## config.mk

```make
export PLATFORM = sky130hd
export DESIGN_NAME = atop_filter_top
export DESIGN_NICKNAME = d
export VERILOG_FILES = /design/src/hdl/atop_filter_pkg.sv /design/src/hdl/write_burst_counter.sv /design/src/hdl/write_filter_fsm.sv /design/src/hdl/resp_cmd_register.sv /design/src/hdl/read_resp_injector.sv /design/src/hdl/atop_filter_top.sv
export SDC_FILE = /design/constraint.sdc
export NUM_CORES = 1
export LEC_CHECK = 0
export BUFFER_PORTS_ARGS = -buffer_cell sky130_fd_sc_hd__buf_4
export CAP_MARGIN = 20
export CORE_AREA = 2 2 144 146
export CTS_BUF_LIST = sky130_fd_sc_hd__clkbuf_4 sky130_fd_sc_hd__clkbuf_8
export CTS_CLUSTER_SIZE = 30
export DETAILED_ROUTE_END_ITERATION = 8
export DIE_AREA = 0 0 146 148
export GPL_ROUTABILITY_DRIVEN = 0
export SYNTH_ARGS = -nofsm -noshare
export SYNTH_HDL_FRONTEND = slang
export SYNTH_HIERARCHICAL = 1
export SYNTH_SLANG_ARGS = --single-unit
```

## constraint.sdc

```tcl
create_clock -name clk_i -period 2.85 [get_ports clk_i]
set_input_delay 0 -clock clk_i [delete_from_list [all_inputs] [get_ports clk_i]]
set_output_delay 0 -clock clk_i [all_outputs]
set_load 0.01 [all_outputs]
```

## src/hdl/atop_filter_pkg.sv

```systemverilog
// AXI widths are fixed here (ID 4, address 32, data 32, len 8); no user or sideband fields exist
package atop_filter_pkg;

  // Bus widths
  localparam int unsigned IdWidth   = 4;
  localparam int unsigned AddrWidth = 32;
  localparam int unsigned DataWidth = 32;

  typedef logic [IdWidth-1:0]     id_t;
  typedef logic [AddrWidth-1:0]   addr_t;
  typedef logic [DataWidth-1:0]   data_t;
  typedef logic [DataWidth/8-1:0] strb_t;
  typedef logic [7:0]             len_t;
  typedef logic [5:0]             atop_t;

  // Upper two bits of aw.atop select the atomic class
  typedef enum logic [1:0] {
    ATOP_NONE     = 2'b00,
    ATOP_STORE    = 2'b01,
    ATOP_LOAD     = 2'b10,
    ATOP_SWAP_CMP = 2'b11
  } atop_class_e;

  // Only the two codes the filter produces or forwards
  typedef enum logic [1:0] {
    RESP_OKAY   = 2'b00,
    RESP_SLVERR = 2'b10
  } resp_e;

  typedef struct packed {
    id_t   id;
    addr_t addr;
    len_t  len;
    atop_t atop;
  } aw_chan_t;

  typedef struct packed {
    data_t data;
    strb_t strb;
    logic  last;
  } w_chan_t;

  typedef struct packed {
    id_t   id;
    resp_e resp;
  } b_chan_t;

  typedef struct packed {
    id_t   id;
    addr_t addr;
    len_t  len;
  } ar_chan_t;

  typedef struct packed {
    id_t   id;
    data_t data;
    resp_e resp;
    logic  last;
  } r_chan_t;

  // Master to slave direction
  typedef struct packed {
    aw_chan_t aw;
    logic     aw_valid;
    w_chan_t  w;
    logic     w_valid;
    logic     b_ready;
    ar_chan_t ar;
    logic     ar_valid;
    logic     r_ready;
  } axi_req_t;

  // Slave to master direction
  typedef struct packed {
    logic     aw_ready;
    logic     w_ready;
    b_chan_t  b;
    logic     b_valid;
    logic     ar_ready;
    r_chan_t  r;
    logic     r_valid;
  } axi_rsp_t;

  // Pending R injection for a non-store atomic
  typedef struct packed {
    id_t  id;
    len_t len;
  } resp_cmd_t;

  typedef enum logic [2:0] {
    W_FEEDTHROUGH, BLOCK_AW, ABSORB_W, HOLD_B, INJECT_B, WAIT_R
  } w_state_e;

  typedef enum logic [1:0] {
    R_FEEDTHROUGH, INJECT_R, R_HOLD
  } r_state_e;

endpackage

```

## src/hdl/write_burst_counter.sv

```systemverilog
// MaxWriteTxns must be at least 1; at most one complete W burst may run ahead of its AW
`timescale 1ns/1ps

module write_burst_counter #(
  parameter int unsigned MaxWriteTxns = 4
) (
  input  logic clk_i,
  input  logic rst_ni,
  input  logic aw_sent_i,
  input  logic w_last_sent_i,
  output logic aw_room_o,
  output logic w_missing_o,
  output logic w_ahead_o
);

  // Two bits minimum so that -1 can be told apart from +1
  localparam int unsigned CntWidth = (MaxWriteTxns == 1) ? 2 : $clog2(MaxWriteTxns + 1);

  typedef struct packed {
    logic                underflow;
    logic [CntWidth-1:0] cnt;
  } cnt_t;

  cnt_t cnt_d, cnt_q;

  // AW downstream still waits for W data
  assign w_missing_o = !cnt_q.underflow && (cnt_q.cnt != '0);
  // Counter at -1, one W burst is ahead
  assign w_ahead_o   = cnt_q.underflow && (&cnt_q.cnt);
  // Room when below the cap or when the next AW only pairs up with the early W
  assign aw_room_o   = w_ahead_o || (cnt_q.cnt < MaxWriteTxns);

  always_comb begin
    cnt_d = cnt_q;
    if (aw_sent_i) begin
      cnt_d.cnt = cnt_d.cnt + 1'b1;
    end
    if (w_last_sent_i) begin
      cnt_d.cnt = cnt_d.cnt - 1'b1;
    end
    // Leave underflow once back at zero, enter it on a wrap from zero
    if (cnt_q.underflow && (cnt_d.cnt == '0)) begin
      cnt_d.underflow = 1'b0;
    end else if ((cnt_q.cnt == '0) && (&cnt_d.cnt)) begin
      cnt_d.underflow = 1'b1;
    end
  end

  always_ff @(posedge clk_i or negedge rst_ni) begin
    if (!rst_ni) begin
      cnt_q <= '0;
    end else begin
      cnt_q <= cnt_d;
    end
  end

  // FSM gating keeps the outstanding count within the cap
  assert property (@(posedge clk_i) disable iff (!rst_ni)
    !cnt_q.underflow |-> (cnt_q.cnt <= MaxWriteTxns));

  // FSM only sends an AW downstream when this counter reports room
  assert property (@(posedge clk_i) disable iff (!rst_ni) aw_sent_i |-> aw_room_o);

endmodule

```

## src/hdl/write_filter_fsm.sv

```systemverilog
// Atomic bursts must use an ID that no other in-flight burst shares; one atomic is handled at a time
`timescale 1ns/1ps

module write_filter_fsm
  import atop_filter_pkg::*;
(
  input  logic      clk_i,
  input  logic      rst_ni,
  // Upstream write request
  input  aw_chan_t  slv_aw_i,
  input  logic      slv_aw_valid_i,
  input  w_chan_t   slv_w_i,
  input  logic      slv_w_valid_i,
  input  logic      slv_b_ready_i,
  // Upstream write response
  output logic      slv_aw_ready_o,
  output logic      slv_w_ready_o,
  output b_chan_t   slv_b_o,
  output logic      slv_b_valid_o,
  // Downstream write request
  output aw_chan_t  mst_aw_o,
  output logic      mst_aw_valid_o,
  output w_chan_t   mst_w_o,
  output logic      mst_w_valid_o,
  output logic      mst_b_ready_o,
  // Downstream write response
  input  logic      mst_aw_ready_i,
  input  logic      mst_w_ready_i,
  input  b_chan_t   mst_b_i,
  input  logic      mst_b_valid_i,
  // Burst counter
  output logic      aw_sent_o,
  output logic      w_last_sent_o,
  input  logic      aw_room_i,
  input  logic      w_missing_i,
  input  logic      w_ahead_i,
  // R command register
  output logic      cmd_push_o,
  output resp_cmd_t cmd_o,
  input  logic      cmd_valid_i
);

  w_state_e    state_d, state_q;
  id_t         id_d, id_q;
  atop_class_e aw_class;
  w_state_e    after_last_w;

  assign aw_class = atop_class_e'(slv_aw_i.atop[5:4]);

  // Where to go once the absorbed W burst ends
  // A forwarded B stuck under back-pressure goes first
  assign after_last_w = (mst_b_valid_i && !slv_b_ready_i) ? HOLD_B : INJECT_B;

  // Payload goes downstream unchanged except atop
  always_comb begin
    mst_aw_o      = slv_aw_i;
    mst_aw_o.atop = '0;
  end
  assign mst_w_o = slv_w_i;

  // R command carries the atomic's ID and burst length
  assign cmd_o.id  = slv_aw_i.id;
  assign cmd_o.len = slv_aw_i.len;

  // Handshake pulses for the burst counter
  assign aw_sent_o     = mst_aw_valid_o && mst_aw_ready_i;
  assign w_last_sent_o = mst_w_valid_o && mst_w_ready_i && slv_w_i.last;

  always_comb begin
    // AW and W closed by default
    mst_aw_valid_o = 1'b0;
    slv_aw_ready_o = 1'b0;
    mst_w_valid_o  = 1'b0;
    slv_w_ready_o  = 1'b0;
    // B passes through by default
    mst_b_ready_o  = slv_b_ready_i;
    slv_b_o        = mst_b_i;
    slv_b_valid_o  = mst_b_valid_i;
    cmd_push_o     = 1'b0;
    id_d           = id_q;
    state_d        = state_q;

    unique case (state_q)
      W_FEEDTHROUGH: begin
        // AW only while the outstanding cap allows
        if (aw_room_i) begin
          mst_aw_valid_o = slv_aw_valid_i;
          slv_aw_ready_o = mst_aw_ready_i;
        end
        // W for a pending downstream AW, or alongside a plain AW
        // but never a second burst ahead of its AW
        if (w_missing_i ||
            (slv_aw_valid_i && (aw_class == ATOP_NONE) && !w_ahead_i)) begin
          mst_w_valid_o = slv_w_valid_i;
          slv_w_ready_o = mst_w_ready_i;
        end
        // Atomic AW is swallowed here
        if (slv_aw_valid_i && (aw_class != ATOP_NONE)) begin
          mst_aw_valid_o = 1'b0;
          slv_aw_ready_o = 1'b1;
          id_d           = slv_aw_i.id;
          // Stores need no R response
          cmd_push_o     = (aw_class != ATOP_STORE);
          if (w_missing_i) begin
            // Earlier W bursts must drain first
            state_d = BLOCK_AW;
          end else begin
            mst_w_valid_o = 1'b0;
            slv_w_ready_o = 1'b1;
            if (slv_w_valid_i && slv_w_i.last) begin
              state_d = after_last_w;
            end else begin
              state_d = ABSORB_W;
            end
          end
        end
      end

      BLOCK_AW: begin
        if (w_missing_i) begin
          // Let outstanding plain bursts finish
          mst_w_valid_o = slv_w_valid_i;
          slv_w_ready_o = mst_w_ready_i;
        end else begin
          // Next W burst belongs to the atomic
          slv_w_ready_o = 1'b1;
          if (slv_w_valid_i && slv_w_i.last) begin
            state_d = after_last_w;
          end else begin
            state_d = ABSORB_W;
          end
        end
      end

      ABSORB_W: begin
        // Drop every beat of the atomic's W burst
        slv_w_ready_o = 1'b1;
        if (slv_w_valid_i && slv_w_i.last) begin
          state_d = after_last_w;
        end
      end

      HOLD_B: begin
        // Wait for the stalled forwarded B to go out
        if (mst_b_valid_i && slv_b_ready_i) begin
          state_d = INJECT_B;
        end
      end

      INJECT_B: begin
        // Foreign B responses wait meanwhile
        mst_b_ready_o = 1'b0;
        slv_b_o.id    = id_q;
        slv_b_o.resp  = RESP_SLVERR;
        slv_b_valid_o = 1'b1;
        if (slv_b_ready_i) begin
          // R injection may still be running
          state_d = cmd_valid_i ? WAIT_R : W_FEEDTHROUGH;
        end
      end

      WAIT_R: begin
        if (!cmd_valid_i) begin
          state_d = W_FEEDTHROUGH;
        end
      end

      default: state_d = W_FEEDTHROUGH;
    endcase
  end

  always_ff @(posedge clk_i or negedge rst_ni) begin
    if (!rst_ni) begin
      state_q <= W_FEEDTHROUGH;
    end else begin
      state_q <= state_d;
    end
  end

  // Stored atomic ID, only read in INJECT_B
  always_ff @(posedge clk_i) begin
    id_q <= id_d;
  end

  // Command register must be drained before the next atomic is taken
  assert property (@(posedge clk_i) disable iff (!rst_ni) cmd_push_o |-> !cmd_valid_i);

endmodule

```

## src/hdl/resp_cmd_register.sv

```systemverilog
// Single entry only; the producer must wait for it to empty before pushing again
`timescale 1ns/1ps

module resp_cmd_register
  import atop_filter_pkg::*;
(
  input  logic      clk_i,
  input  logic      rst_ni,
  input  logic      push_i,
  input  resp_cmd_t cmd_i,
  output logic      cmd_valid_o,
  output resp_cmd_t cmd_o,
  input  logic      pop_i
);

  logic      full_q;
  resp_cmd_t cmd_q;

  // Full flag, push wins over pop
  always_ff @(posedge clk_i or negedge rst_ni) begin
    if (!rst_ni) begin
      full_q <= 1'b0;
    end else if (push_i) begin
      full_q <= 1'b1;
    end else if (pop_i) begin
      full_q <= 1'b0;
    end
  end

  // Payload captured on push
  always_ff @(posedge clk_i) begin
    if (push_i) begin
      cmd_q <= cmd_i;
    end
  end

  assign cmd_valid_o = full_q;
  assign cmd_o       = cmd_q;

  assert property (@(posedge clk_i) disable iff (!rst_ni) push_i |-> !full_q);
  assert property (@(posedge clk_i) disable iff (!rst_ni) pop_i |-> full_q);

endmodule

```

## src/hdl/read_resp_injector.sv

```systemverilog
// Injection waits for any forwarded R burst to finish; injected beats carry zero data
`timescale 1ns/1ps

module read_resp_injector
  import atop_filter_pkg::*;
(
  input  logic      clk_i,
  input  logic      rst_ni,
  // Upstream R ready
  input  logic      slv_r_ready_i,
  // Downstream R channel
  input  r_chan_t   mst_r_i,
  input  logic      mst_r_valid_i,
  output logic      mst_r_ready_o,
  // Upstream R channel
  output r_chan_t   slv_r_o,
  output logic      slv_r_valid_o,
  // Command register
  input  logic      cmd_valid_i,
  input  resp_cmd_t cmd_i,
  output logic      pop_o
);

  r_state_e state_d, state_q;
  len_t     beats_d, beats_q;

  always_comb begin
    // Forward by default
    slv_r_o       = mst_r_i;
    slv_r_valid_o = mst_r_valid_i;
    mst_r_ready_o = slv_r_ready_i;
    pop_o         = 1'b0;
    beats_d       = beats_q;
    state_d       = state_q;

    unique case (state_q)
      R_FEEDTHROUGH: begin
        // Stalled beat or open forwarded burst blocks injection
        if (mst_r_valid_i && !(slv_r_ready_i && mst_r_i.last)) begin
          state_d = R_HOLD;
        end else if (cmd_valid_i) begin
          beats_d = cmd_i.len;
          state_d = INJECT_R;
        end
      end

      INJECT_R: begin
        // Downstream R waits while the error burst runs
        mst_r_ready_o = 1'b0;
        slv_r_o       = '0;
        slv_r_o.id    = cmd_i.id;
        slv_r_o.resp  = RESP_SLVERR;
        slv_r_o.last  = (beats_q == '0);
        slv_r_valid_o = 1'b1;
        if (slv_r_ready_i) begin
          if (beats_q == '0) begin
            // Final beat consumes the command
            pop_o   = 1'b1;
            state_d = R_FEEDTHROUGH;
          end else begin
            beats_d = beats_q - 1'b1;
          end
        end
      end

      R_HOLD: begin
        // Leave once the forwarded burst's last beat transfers
        if (mst_r_valid_i && slv_r_ready_i && mst_r_i.last) begin
          state_d = R_FEEDTHROUGH;
        end
      end

      default: state_d = R_FEEDTHROUGH;
    endcase
  end

  always_ff @(posedge clk_i or negedge rst_ni) begin
    if (!rst_ni) begin
      state_q <= R_FEEDTHROUGH;
    end else begin
      state_q <= state_d;
    end
  end

  // Remaining beats, loaded before INJECT_R
  always_ff @(posedge clk_i) begin
    beats_q <= beats_d;
  end

  // Injected beat stays put while upstream stalls
  assert property (@(posedge clk_i) disable iff (!rst_ni)
    (state_q == INJECT_R) && !slv_r_ready_i |=> slv_r_valid_o && $stable(slv_r_o));

endmodule

```

## src/hdl/atop_filter_top.sv

```systemverilog
// Place between an ATOP-capable master and a slave without ATOP support; AR is not filtered
`timescale 1ns/1ps

module atop_filter_top
  import atop_filter_pkg::*;
#(
  parameter int unsigned MaxWriteTxns = 4
) (
  input  logic     clk_i,
  input  logic     rst_ni,
  input  axi_req_t slv_req_i,
  output axi_rsp_t slv_rsp_o,
  output axi_req_t mst_req_o,
  input  axi_rsp_t mst_rsp_i
);

  // Write side outputs
  aw_chan_t  mst_aw;
  w_chan_t   mst_w;
  b_chan_t   slv_b;
  logic      mst_aw_valid, mst_w_valid, mst_b_ready;
  logic      slv_aw_ready, slv_w_ready, slv_b_valid;
  // Read side outputs
  r_chan_t   slv_r;
  logic      slv_r_valid, mst_r_ready;
  // Counter flags and pulses
  logic      aw_sent, w_last_sent, aw_room, w_missing, w_ahead;
  // Command path
  logic      cmd_push, cmd_pop, cmd_valid;
  resp_cmd_t cmd_in, cmd_out;

  write_burst_counter #(
    .MaxWriteTxns(MaxWriteTxns)
  ) i_write_burst_counter (
    .clk_i        (clk_i),
    .rst_ni       (rst_ni),
    .aw_sent_i    (aw_sent),
    .w_last_sent_i(w_last_sent),
    .aw_room_o    (aw_room),
    .w_missing_o  (w_missing),
    .w_ahead_o    (w_ahead)
  );

  write_filter_fsm i_write_filter_fsm (
    .clk_i         (clk_i),
    .rst_ni        (rst_ni),
    .slv_aw_i      (slv_req_i.aw),
    .slv_aw_valid_i(slv_req_i.aw_valid),
    .slv_w_i       (slv_req_i.w),
    .slv_w_valid_i (slv_req_i.w_valid),
    .slv_b_ready_i (slv_req_i.b_ready),
    .slv_aw_ready_o(slv_aw_ready),
    .slv_w_ready_o (slv_w_ready),
    .slv_b_o       (slv_b),
    .slv_b_valid_o (slv_b_valid),
    .mst_aw_o      (mst_aw),
    .mst_aw_valid_o(mst_aw_valid),
    .mst_w_o       (mst_w),
    .mst_w_valid_o (mst_w_valid),
    .mst_b_ready_o (mst_b_ready),
    .mst_aw_ready_i(mst_rsp_i.aw_ready),
    .mst_w_ready_i (mst_rsp_i.w_ready),
    .mst_b_i       (mst_rsp_i.b),
    .mst_b_valid_i (mst_rsp_i.b_valid),
    .aw_sent_o     (aw_sent),
    .w_last_sent_o (w_last_sent),
    .aw_room_i     (aw_room),
    .w_missing_i   (w_missing),
    .w_ahead_i     (w_ahead),
    .cmd_push_o    (cmd_push),
    .cmd_o         (cmd_in),
    .cmd_valid_i   (cmd_valid)
  );

  resp_cmd_register i_resp_cmd_register (
    .clk_i      (clk_i),
    .rst_ni     (rst_ni),
    .push_i     (cmd_push),
    .cmd_i      (cmd_in),
    .cmd_valid_o(cmd_valid),
    .cmd_o      (cmd_out),
    .pop_i      (cmd_pop)
  );

  read_resp_injector i_read_resp_injector (
    .clk_i        (clk_i),
    .rst_ni       (rst_ni),
    .slv_r_ready_i(slv_req_i.r_ready),
    .mst_r_i      (mst_rsp_i.r),
    .mst_r_valid_i(mst_rsp_i.r_valid),
    .mst_r_ready_o(mst_r_ready),
    .slv_r_o      (slv_r),
    .slv_r_valid_o(slv_r_valid),
    .cmd_valid_i  (cmd_valid),
    .cmd_i        (cmd_out),
    .pop_o        (cmd_pop)
  );

  // Downstream request, AR straight through
  always_comb begin
    mst_req_o.aw       = mst_aw;
    mst_req_o.aw_valid = mst_aw_valid;
    mst_req_o.w        = mst_w;
    mst_req_o.w_valid  = mst_w_valid;
    mst_req_o.b_ready  = mst_b_ready;
    mst_req_o.ar       = slv_req_i.ar;
    mst_req_o.ar_valid = slv_req_i.ar_valid;
    mst_req_o.r_ready  = mst_r_ready;
  end

  // Upstream response
  always_comb begin
    slv_rsp_o.aw_ready = slv_aw_ready;
    slv_rsp_o.w_ready  = slv_w_ready;
    slv_rsp_o.b        = slv_b;
    slv_rsp_o.b_valid  = slv_b_valid;
    slv_rsp_o.ar_ready = mst_rsp_i.ar_ready;
    slv_rsp_o.r        = slv_r;
    slv_rsp_o.r_valid  = slv_r_valid;
  end

endmodule

```

After elaboration in Yosys (flattened, before gate mapping)
Cells that the tools add are included.
{"block": "word_totals", "register_bits": 34, "output_inout_bits": 186, "word_cells": 129}
{"block": "op_classes", "n_addsub": 3, "order_cmp": 1, "eq_ne": 21, "mux": 55, "reduce_logical": 40}
{"operator": "2-to-1 mux 39 bit", "n": 1}
{"operator": "2-to-1 mux 3 bit", "n": 12}
{"operator": "2-to-1 mux 8 bit", "n": 4}
{"operator": "2-to-1 mux 1 bit", "n": 27}
{"operator": "case mux 3 bit (6 select lines)", "n": 1}
{"operator": "logical AND 1 bit", "n": 17}
{"operator": "case mux 8 bit (2 select lines)", "n": 1}
{"operator": "inequality test 2 bit, second input constant", "n": 7}
{"operator": "inequality test 2 x 1 -> 1 bit, second input constant", "n": 6}
{"operator": "2-to-1 mux 2 bit", "n": 5}
{"operator": "logical NOT 3 bit", "n": 3}
{"operator": "logical NOT 8 bit", "n": 1}
{"operator": "nonzero test 2 bit", "n": 4}
{"operator": "subtractor 8 x 1 -> 8 bit, second input constant", "n": 1}
{"operator": "equality test 3 x 2 -> 1 bit, second input constant", "n": 2}
{"operator": "equality test 3 bit, second input constant", "n": 2}
{"operator": "2-to-1 mux 6 bit", "n": 1}
{"operator": "case mux 2 bit (3 select lines)", "n": 1}
{"operator": "AND reduction 3 bit", "n": 2}
{"operator": "AND reduction 6 bit", "n": 1}
{"operator": "AND reduction 5 bit", "n": 1}
{"operator": "logical NOT 1 bit", "n": 4}
{"operator": "logical NOT 2 bit", "n": 2}
{"operator": "AND reduction 4 bit", "n": 1}
{"operator": "12 further kinds", "n": 13}

Logic depth before layout (Yosys ltp)
{"block": "logic_depth", "depth_word": 16, "depth_mapped": 14, "ltp_nobuf": 12}

By module
Netlist, hierarchy kept.
{"mod": "write_filter_fsm", "n_inst": 1, "cells_each": 176, "area_per_inst_um2": 1408.9, "seq_area_each_um2": 195.2}
{"mod": "read_resp_injector", "n_inst": 1, "cells_each": 112, "area_per_inst_um2": 893.4, "seq_area_each_um2": 290.3}
{"mod": "atop_filter_top", "n_inst": 1, "cells_each": 54, "area_per_inst_um2": 405.4, "seq_area_each_um2": 0.0}
{"mod": "resp_cmd_register", "n_inst": 1, "cells_each": 15, "area_per_inst_um2": 396.6, "seq_area_each_um2": 385.4}
{"mod": "write_burst_counter", "n_inst": 1, "cells_each": 38, "area_per_inst_um2": 385.4, "seq_area_each_um2": 100.1}

Worst setup path after synthesis
No wires, ideal clock.
{"block": "synth_timing", "path_kind": "register -> register", "startpoint": "register i_write_burst_counter/cnt_q[0] (netlist name)", "endpoint": "register i_write_burst_counter/cnt_q[3] (netlist name)", "setup_ns": 0.129, "arrival_ns": 2.465, "path_slack_ns": 0.256, "stages_incl_launch_ff": 14, "n_path_buf": 1, "period_less_slack_ns": 2.594, "cell_sequence": "dfrtp_1 ha_1 ha_1 and2_1 nand2b_1 nand3_1 nor2_1 buf_6 xnor2_1 ha_1 xor2_1 or3b_1 a311oi_1 nor3_1"}
{"element": "start: declaration", "line_no": "write_burst_counter.sv:24", "source": "cnt_t cnt_d, cnt_q;"}
{"element": "start signal: assignment", "line_no": "write_burst_counter.sv:53", "source": "cnt_q <= cnt_d;"}
{"element": "AND reduction 3 bit (*)", "line_no": "write_burst_counter.sv:29", "source": "assign w_ahead_o = cnt_q.underflow && (&cnt_q.cnt);"}
{"element": "logical AND 1 bit (*)", "line_no": "write_burst_counter.sv:29"}
{"element": "net w_ahead", "line_no": "atop_filter_top.sv:27", "source": "logic aw_sent, w_last_sent, aw_room, w_missing, w_ahead;"}
{"element": "logical OR 1 bit (*)", "line_no": "write_burst_counter.sv:31", "source": "assign aw_room_o = w_ahead_o || (cnt_q.cnt < MaxWriteTxns);"}
{"element": "net aw_room", "line_no": "atop_filter_top.sv:27"}
{"element": "2-to-1 mux 1 bit (*)", "line_no": "write_filter_fsm.sv:86", "source": "if (aw_room_i) begin"}
{"element": "2-to-1 mux 1 bit (*)", "line_no": "write_filter_fsm.sv:98", "source": "if (slv_aw_valid_i && (aw_class != ATOP_NONE)) begin"}
{"element": "2-to-1 mux 1 bit (*)", "line_no": "write_filter_fsm.sv:83", "source": "unique case (state_q)"}
{"element": "logical AND 1 bit (*)", "line_no": "write_filter_fsm.sv:66", "source": "assign aw_sent_o = mst_aw_valid_o && mst_aw_ready_i;"}
{"element": "net aw_sent", "line_no": "atop_filter_top.sv:27"}
{"element": "2-to-1 mux 3 bit (*)", "line_no": "write_burst_counter.sv:35", "source": "if (aw_sent_i) begin"}
{"element": "subtractor 3 x 1 -> 3 bit", "line_no": "write_burst_counter.sv:39", "source": "cnt_d.cnt = cnt_d.cnt - 1'b1;"}
{"element": "2-to-1 mux 3 bit (*)", "line_no": "write_burst_counter.sv:38", "source": "if (w_last_sent_i) begin"}
{"element": "logical NOT 3 bit / AND reduction 3 bit (equally long branches)", "line_no": "write_burst_counter.sv:42, write_burst_counter.sv:44"}
{"element": "logical AND 1 bit (on tied branches)", "line_no": "write_burst_counter.sv:42, write_burst_counter.sv:44"}
{"element": "2-to-1 mux 1 bit / nonzero test 2 bit (equally long branches)"}
Mark *: on every way through the listed nets, which the timed path passes. The rest lies on a longest branch.
A chain may end at the register's enable or synchronous reset.

Final worst setup path
{"block": "layout_timing", "startpoint": "register i_write_burst_counter/cnt_q[1] (netlist name)", "endpoint": "register i_write_burst_counter/cnt_q[3] (netlist name)"}
The elaborated chain is that of the path after synthesis.

==> impl_metrics.tcl <==
set metrics [dict create \
    final_nets 598 \
    drt_wl_total_um 9930 \
    num_rows 52 \
    firstDrtPassIters 4 \
    switching_power_w 0.00117 \
    slew_headroom_pct 50.4 \
    cp_data_arrival_time_ns 2.90 \
    pwr-share-comb_pct 56.6 \
    routed-via-count 2560 \
    synthDistinctLibCells 60 \
    crit_type "reg2reg" \
    worstMarginPinSlew_ns 0.744 \
    die_x_um 146 \
    worstSetupEndpoint "i_write_burst_counter/cnt_q[3]$_DFFE_PN0P_" \
    numPortBuffers 135 \
    drive_above_1_share_pct 44.8 \
    vias_per_cell 3.79 \
    ant_nets 0 \
    met1_usage_pct 9.80 \
    clock_path_buffers 2 \
    critPathLaunch "i_write_burst_counter/cnt_q[1]$_DFF_PN0_" \
    cts-root-buf "clkbuf_8" \
    ioPinCount 374 \
    synth-edff-count 24 \
    syn2layout_area_growth_pct 15.5 \
    finalPower_w 0.00299 \
    place_hpwl_um 7840 \
    internal_power_w 0.00183 \
    ys.flop_type "edfxtp_1" \
    rr_startpoint "i_write_burst_counter/cnt_q[1]$_DFF_PN0_" \
    synth_compound_gate_area_share_pct 10.2 \
    skew_ns 0.00993 \
    fin_util_pct 20.1 \
    seq_power_share_pct 28.4 \
    synth_async_sr_flop_share_pct 29.4 \
    cts.sinks 34 \
    syn_inst 395 \
    fill_cells 2241 \
    status "finished, final reports clean" \
    use_met3_pct 3.12 \
    grt_max_degree 42 \
    r2r_slack_ns 0.12 \
    pwr_density_cell_nw_per_um2 743 \
    avgSynthCellArea_um2 8.83 \
    p_sw_share_pct 39.0 \
    synth-adder-area-share_pct 1.79 \
    top_usage_layer "met2" \
    htreeDepth 2 \
    leakagePower_nw 1.76 \
    synthSimpleGateAreaFrac_pct 19.2 \
    layout_min_cycle_time_ns 2.73 \
    antenna_found_initial 0 \
    drc_errors 0 \
    die_h_um 148 \
    maxSlewViolCount 0 \
    r2r-end "i_write_burst_counter/cnt_q[3]$_DFFE_PN0P_" \
    grt_pass1_vias 2415 \
    synth_area_um2 3490 \
    cts_made_buffers 5 \
    ir_drop_v 0.000226 \
    n_antenna_cell 0 \
    synth-xor-area-share_pct 1.76 \
    die_area_um2 21600 \
    finalSetupViolations 0 \
    use_met2_pct 12.7 \
    ys_warn_count 6 \
    start_util_pct 17.4 \
    period_share_pct 95.8 \
    wire_per_inst_um 14.7 \
    hold_path.class "in2out" \
    critPathRequiredTime_ns 3.02 \
    end_kind "flip-flop" \
    fmax_mhz 366 \
    grt_overflow 0 \
    grt_pass1_wl_um 14100 \
    coreArea_um2 20000 \
    finalHoldViolCount 0 \
    crit_path_start_kind "flip-flop" \
    cts.clk_slew.worst_paths_ns 0.06 \
    synth_top_family_by_area "buffers and inverters" \
    drtIter0Drc 111 \
    cts_tree "done" \
    clk_latency_ns 0.29 \
    grt_use_total_pct 8.54 \
    synth_seq_area_share_pct 27.8 \
    maxCapViolCount 0 \
    synth_seq_cells 34 \
    synthMuxAreaShare_pct 2.58 \
    ff2ff_path_depth 12 \
    path_max_fanout 4 \
    clockPowerShare_pct 15.0 \
]
==> cells by family after synthesis <==
kind of cell             Yosys count
buffers and inverters            178
AND/OR/NAND/NOR                  112
AO/OA/AOI/OAI                     50
flip-flops                        34
multiplexers                       8
XOR/XNOR                           7
adder cells (fa/ha/maj)            5
other                              1
==> synth_stat cells, types with 2 or more instances <==
cell	count	area, µm²
inv_1	12	45.0
o21ai_0	11	55.1
a311oi_1	4	35.0
nor2_1	10	37.5
or3b_1	2	17.5
o22ai_1	2	12.5
mux2_2	4	45.0
or2_2	2	12.5
a21oi_1	8	40.0
a22oi_1	2	15.0
o31ai_1	3	22.5
xor2_1	3	26.3
nand2b_1	7	43.8
a22o_1	3	26.3
nor3_1	4	20.0
and3_1	2	12.5
or4_1	3	22.5
and2_1	37	231
a211oi_1	3	22.5
clkbuf_1	7	26.3
nor2b_1	4	25.0
nand3_1	2	10.0
buf_2	2	10.0
mux2i_1	2	20.0
ha_1	5	62.6
dfrtp_1	10	250
nor2b_2	2	17.5
buf_4	154	1160
or3_1	3	18.8
xnor2_1	4	35.0
nand2_1	23	86.3
a31oi_1	3	18.8
edfxtp_1	24	721
buf_6	2	22.5
==> worst min-delay path by stage <==
stage | from | end | slack [ns] | cells after the start
2_1_floorplan | rst_ni | i_read_resp_injector/state_q[0]$_DFFE_PN0P_ | -0.30 | 0
3_3_place_gp | rst_ni | i_write_burst_counter/cnt_q[1]$_DFF_PN0_ | -0.16 | 1
3_5_place_dp | rst_ni | i_write_burst_counter/cnt_q[1]$_DFF_PN0_ | -0.16 | 1
4_1_cts | slv_req_i[112] | mst_req_o[112] | 0.00007 | 0
5_1_grt | slv_req_i[82] | mst_req_o[82] | 0.00002 | 0
6_report | slv_req_i[20] | mst_req_o[20] | 0.000004 | 0
==> critical path, cell delays in order (launching register included) <==
cell      delay, ns
dfrtp_1        0.39
ha_1           0.18
ha_1           0.13
and2_1         0.13
nand2b_1       0.14
nand3_2        0.10
nor2_4         0.20
mux2i_2        0.28
ha_2           0.25
xor2_1         0.08
or3b_1         0.38
a311oi_2       0.27
nor3_1         0.09
==> routing by layer <==
| metal | part of all wire, % | vias to the layer above | wire [µm] |
|---|---|---|---|
| met5 | 0 | - | 0 |
| met4 | 7.1 | 0 | 708 |
| met3 | 10 | 58 | 999 |
| met2 | 44 | 146 | 4320 |
| met1 | 39 | 1171 | 3900 |
| li1 | - | 1185 | - |
==> registers in the layout (all words and copies together) (netlist names) <==
signal,cells
i_resp_cmd_register/cmd_o,12
i_read_resp_injector/beats_q,8
i_write_burst_counter/cnt_q,4
i_write_filter_fsm/id_q,4
i_write_filter_fsm/state_q,3
i_read_resp_injector/state_q,2
i_resp_cmd_register/cmd_valid_o,1
==> final cells by class <==
| class | count | area (µm²) | area share [%] |
|---|---|---|---|
| multi-input combinational | 188 | 1300 | 32.2 |
| clock inverter | 2 | 33.8 | 0.839 |
| inverter | 12 | 45.0 | 1.12 |
| sequential | 34 | 971 | 24.1 |
| clock buffer | 6 | 76.3 | 1.89 |
| timing repair buffer | 164 | 1270 | 31.4 |
| tap | 270 | 338 | 8.39 |
==> placed cells by master, fill, tap and decap left out, drive strengths merged, types with 3 or more instances in the layout <==
| cell | n |
|---|---|
| a211oi | 3 |
| a21oi | 8 |
| a22o | 4 |
| a311oi | 4 |
| a31oi | 3 |
| and2 | 37 |
| buf | 150 |
| clkbuf | 6 |
| conb | 6 |
| dfrtp | 10 |
| dlygate4sd3 | 14 |
| edfxtp | 24 |
| ha | 5 |
| inv | 12 |
| mux2 | 5 |
| mux2i | 3 |
| nand2 | 23 |
| nand2b | 7 |
| nor2 | 10 |
| nor2b | 6 |
| nor3 | 5 |
| o21ai | 11 |
| o31ai | 3 |
| or3 | 3 |
| or4 | 3 |
| xnor2 | 4 |
| xor2 | 3 |
==> timing repair <==
| item | in CTS | in global routing |
|---|---|---|
| endpoints found under the setup margin | 0 | 1 |
| endpoints found under the hold margin | 27 | 0 |
| hold buffers | 14 | 0 |
| buffers inserted | 0 | 2 |
| resized for setup | 0 | 8 |
==> power by group through the flow <==
| stage | registers [W] | clock network (W) | logic (W) |
|---|---|---|---|
| finish | 0.000849 | 0.000448 | 0.00169 |
| global route | 0.000873 | 0.000481 | 0.00188 |
| CTS | 0.000852 | 0.000467 | 0.00165 |
| detailed placement | 0.000863 | 0 | 0.00163 |
| global placement | 0.000857 | 0 | 0.00161 |
| floorplan | 0.000836 | 0 | 0.00124 |
==> stage by stage <==
| step | setup TNS, ns | instances | cell area [µm²] | worst slack, ns | hold slack (ns) |
|---|---|---|---|---|---|
| CTS | 0 | 674 | 3980 | 0.0203 | 0.0000686 |
| finish | 0 | 676 | 4030 | 0.118 | 0.00000389 |
| detailed placement | 0 | 652 | 3730 | 0.0472 | -0.157 |
| floorplan | 0 | 400 | 3510 | 0.256 | -0.296 |
| global placement | 0 | 652 | 3730 | 0.0799 | -0.157 |
| global route | -0.0348 | 676 | 4030 | -0.0348 | 0.0000150 |
(Power assumes the default switching activity.)
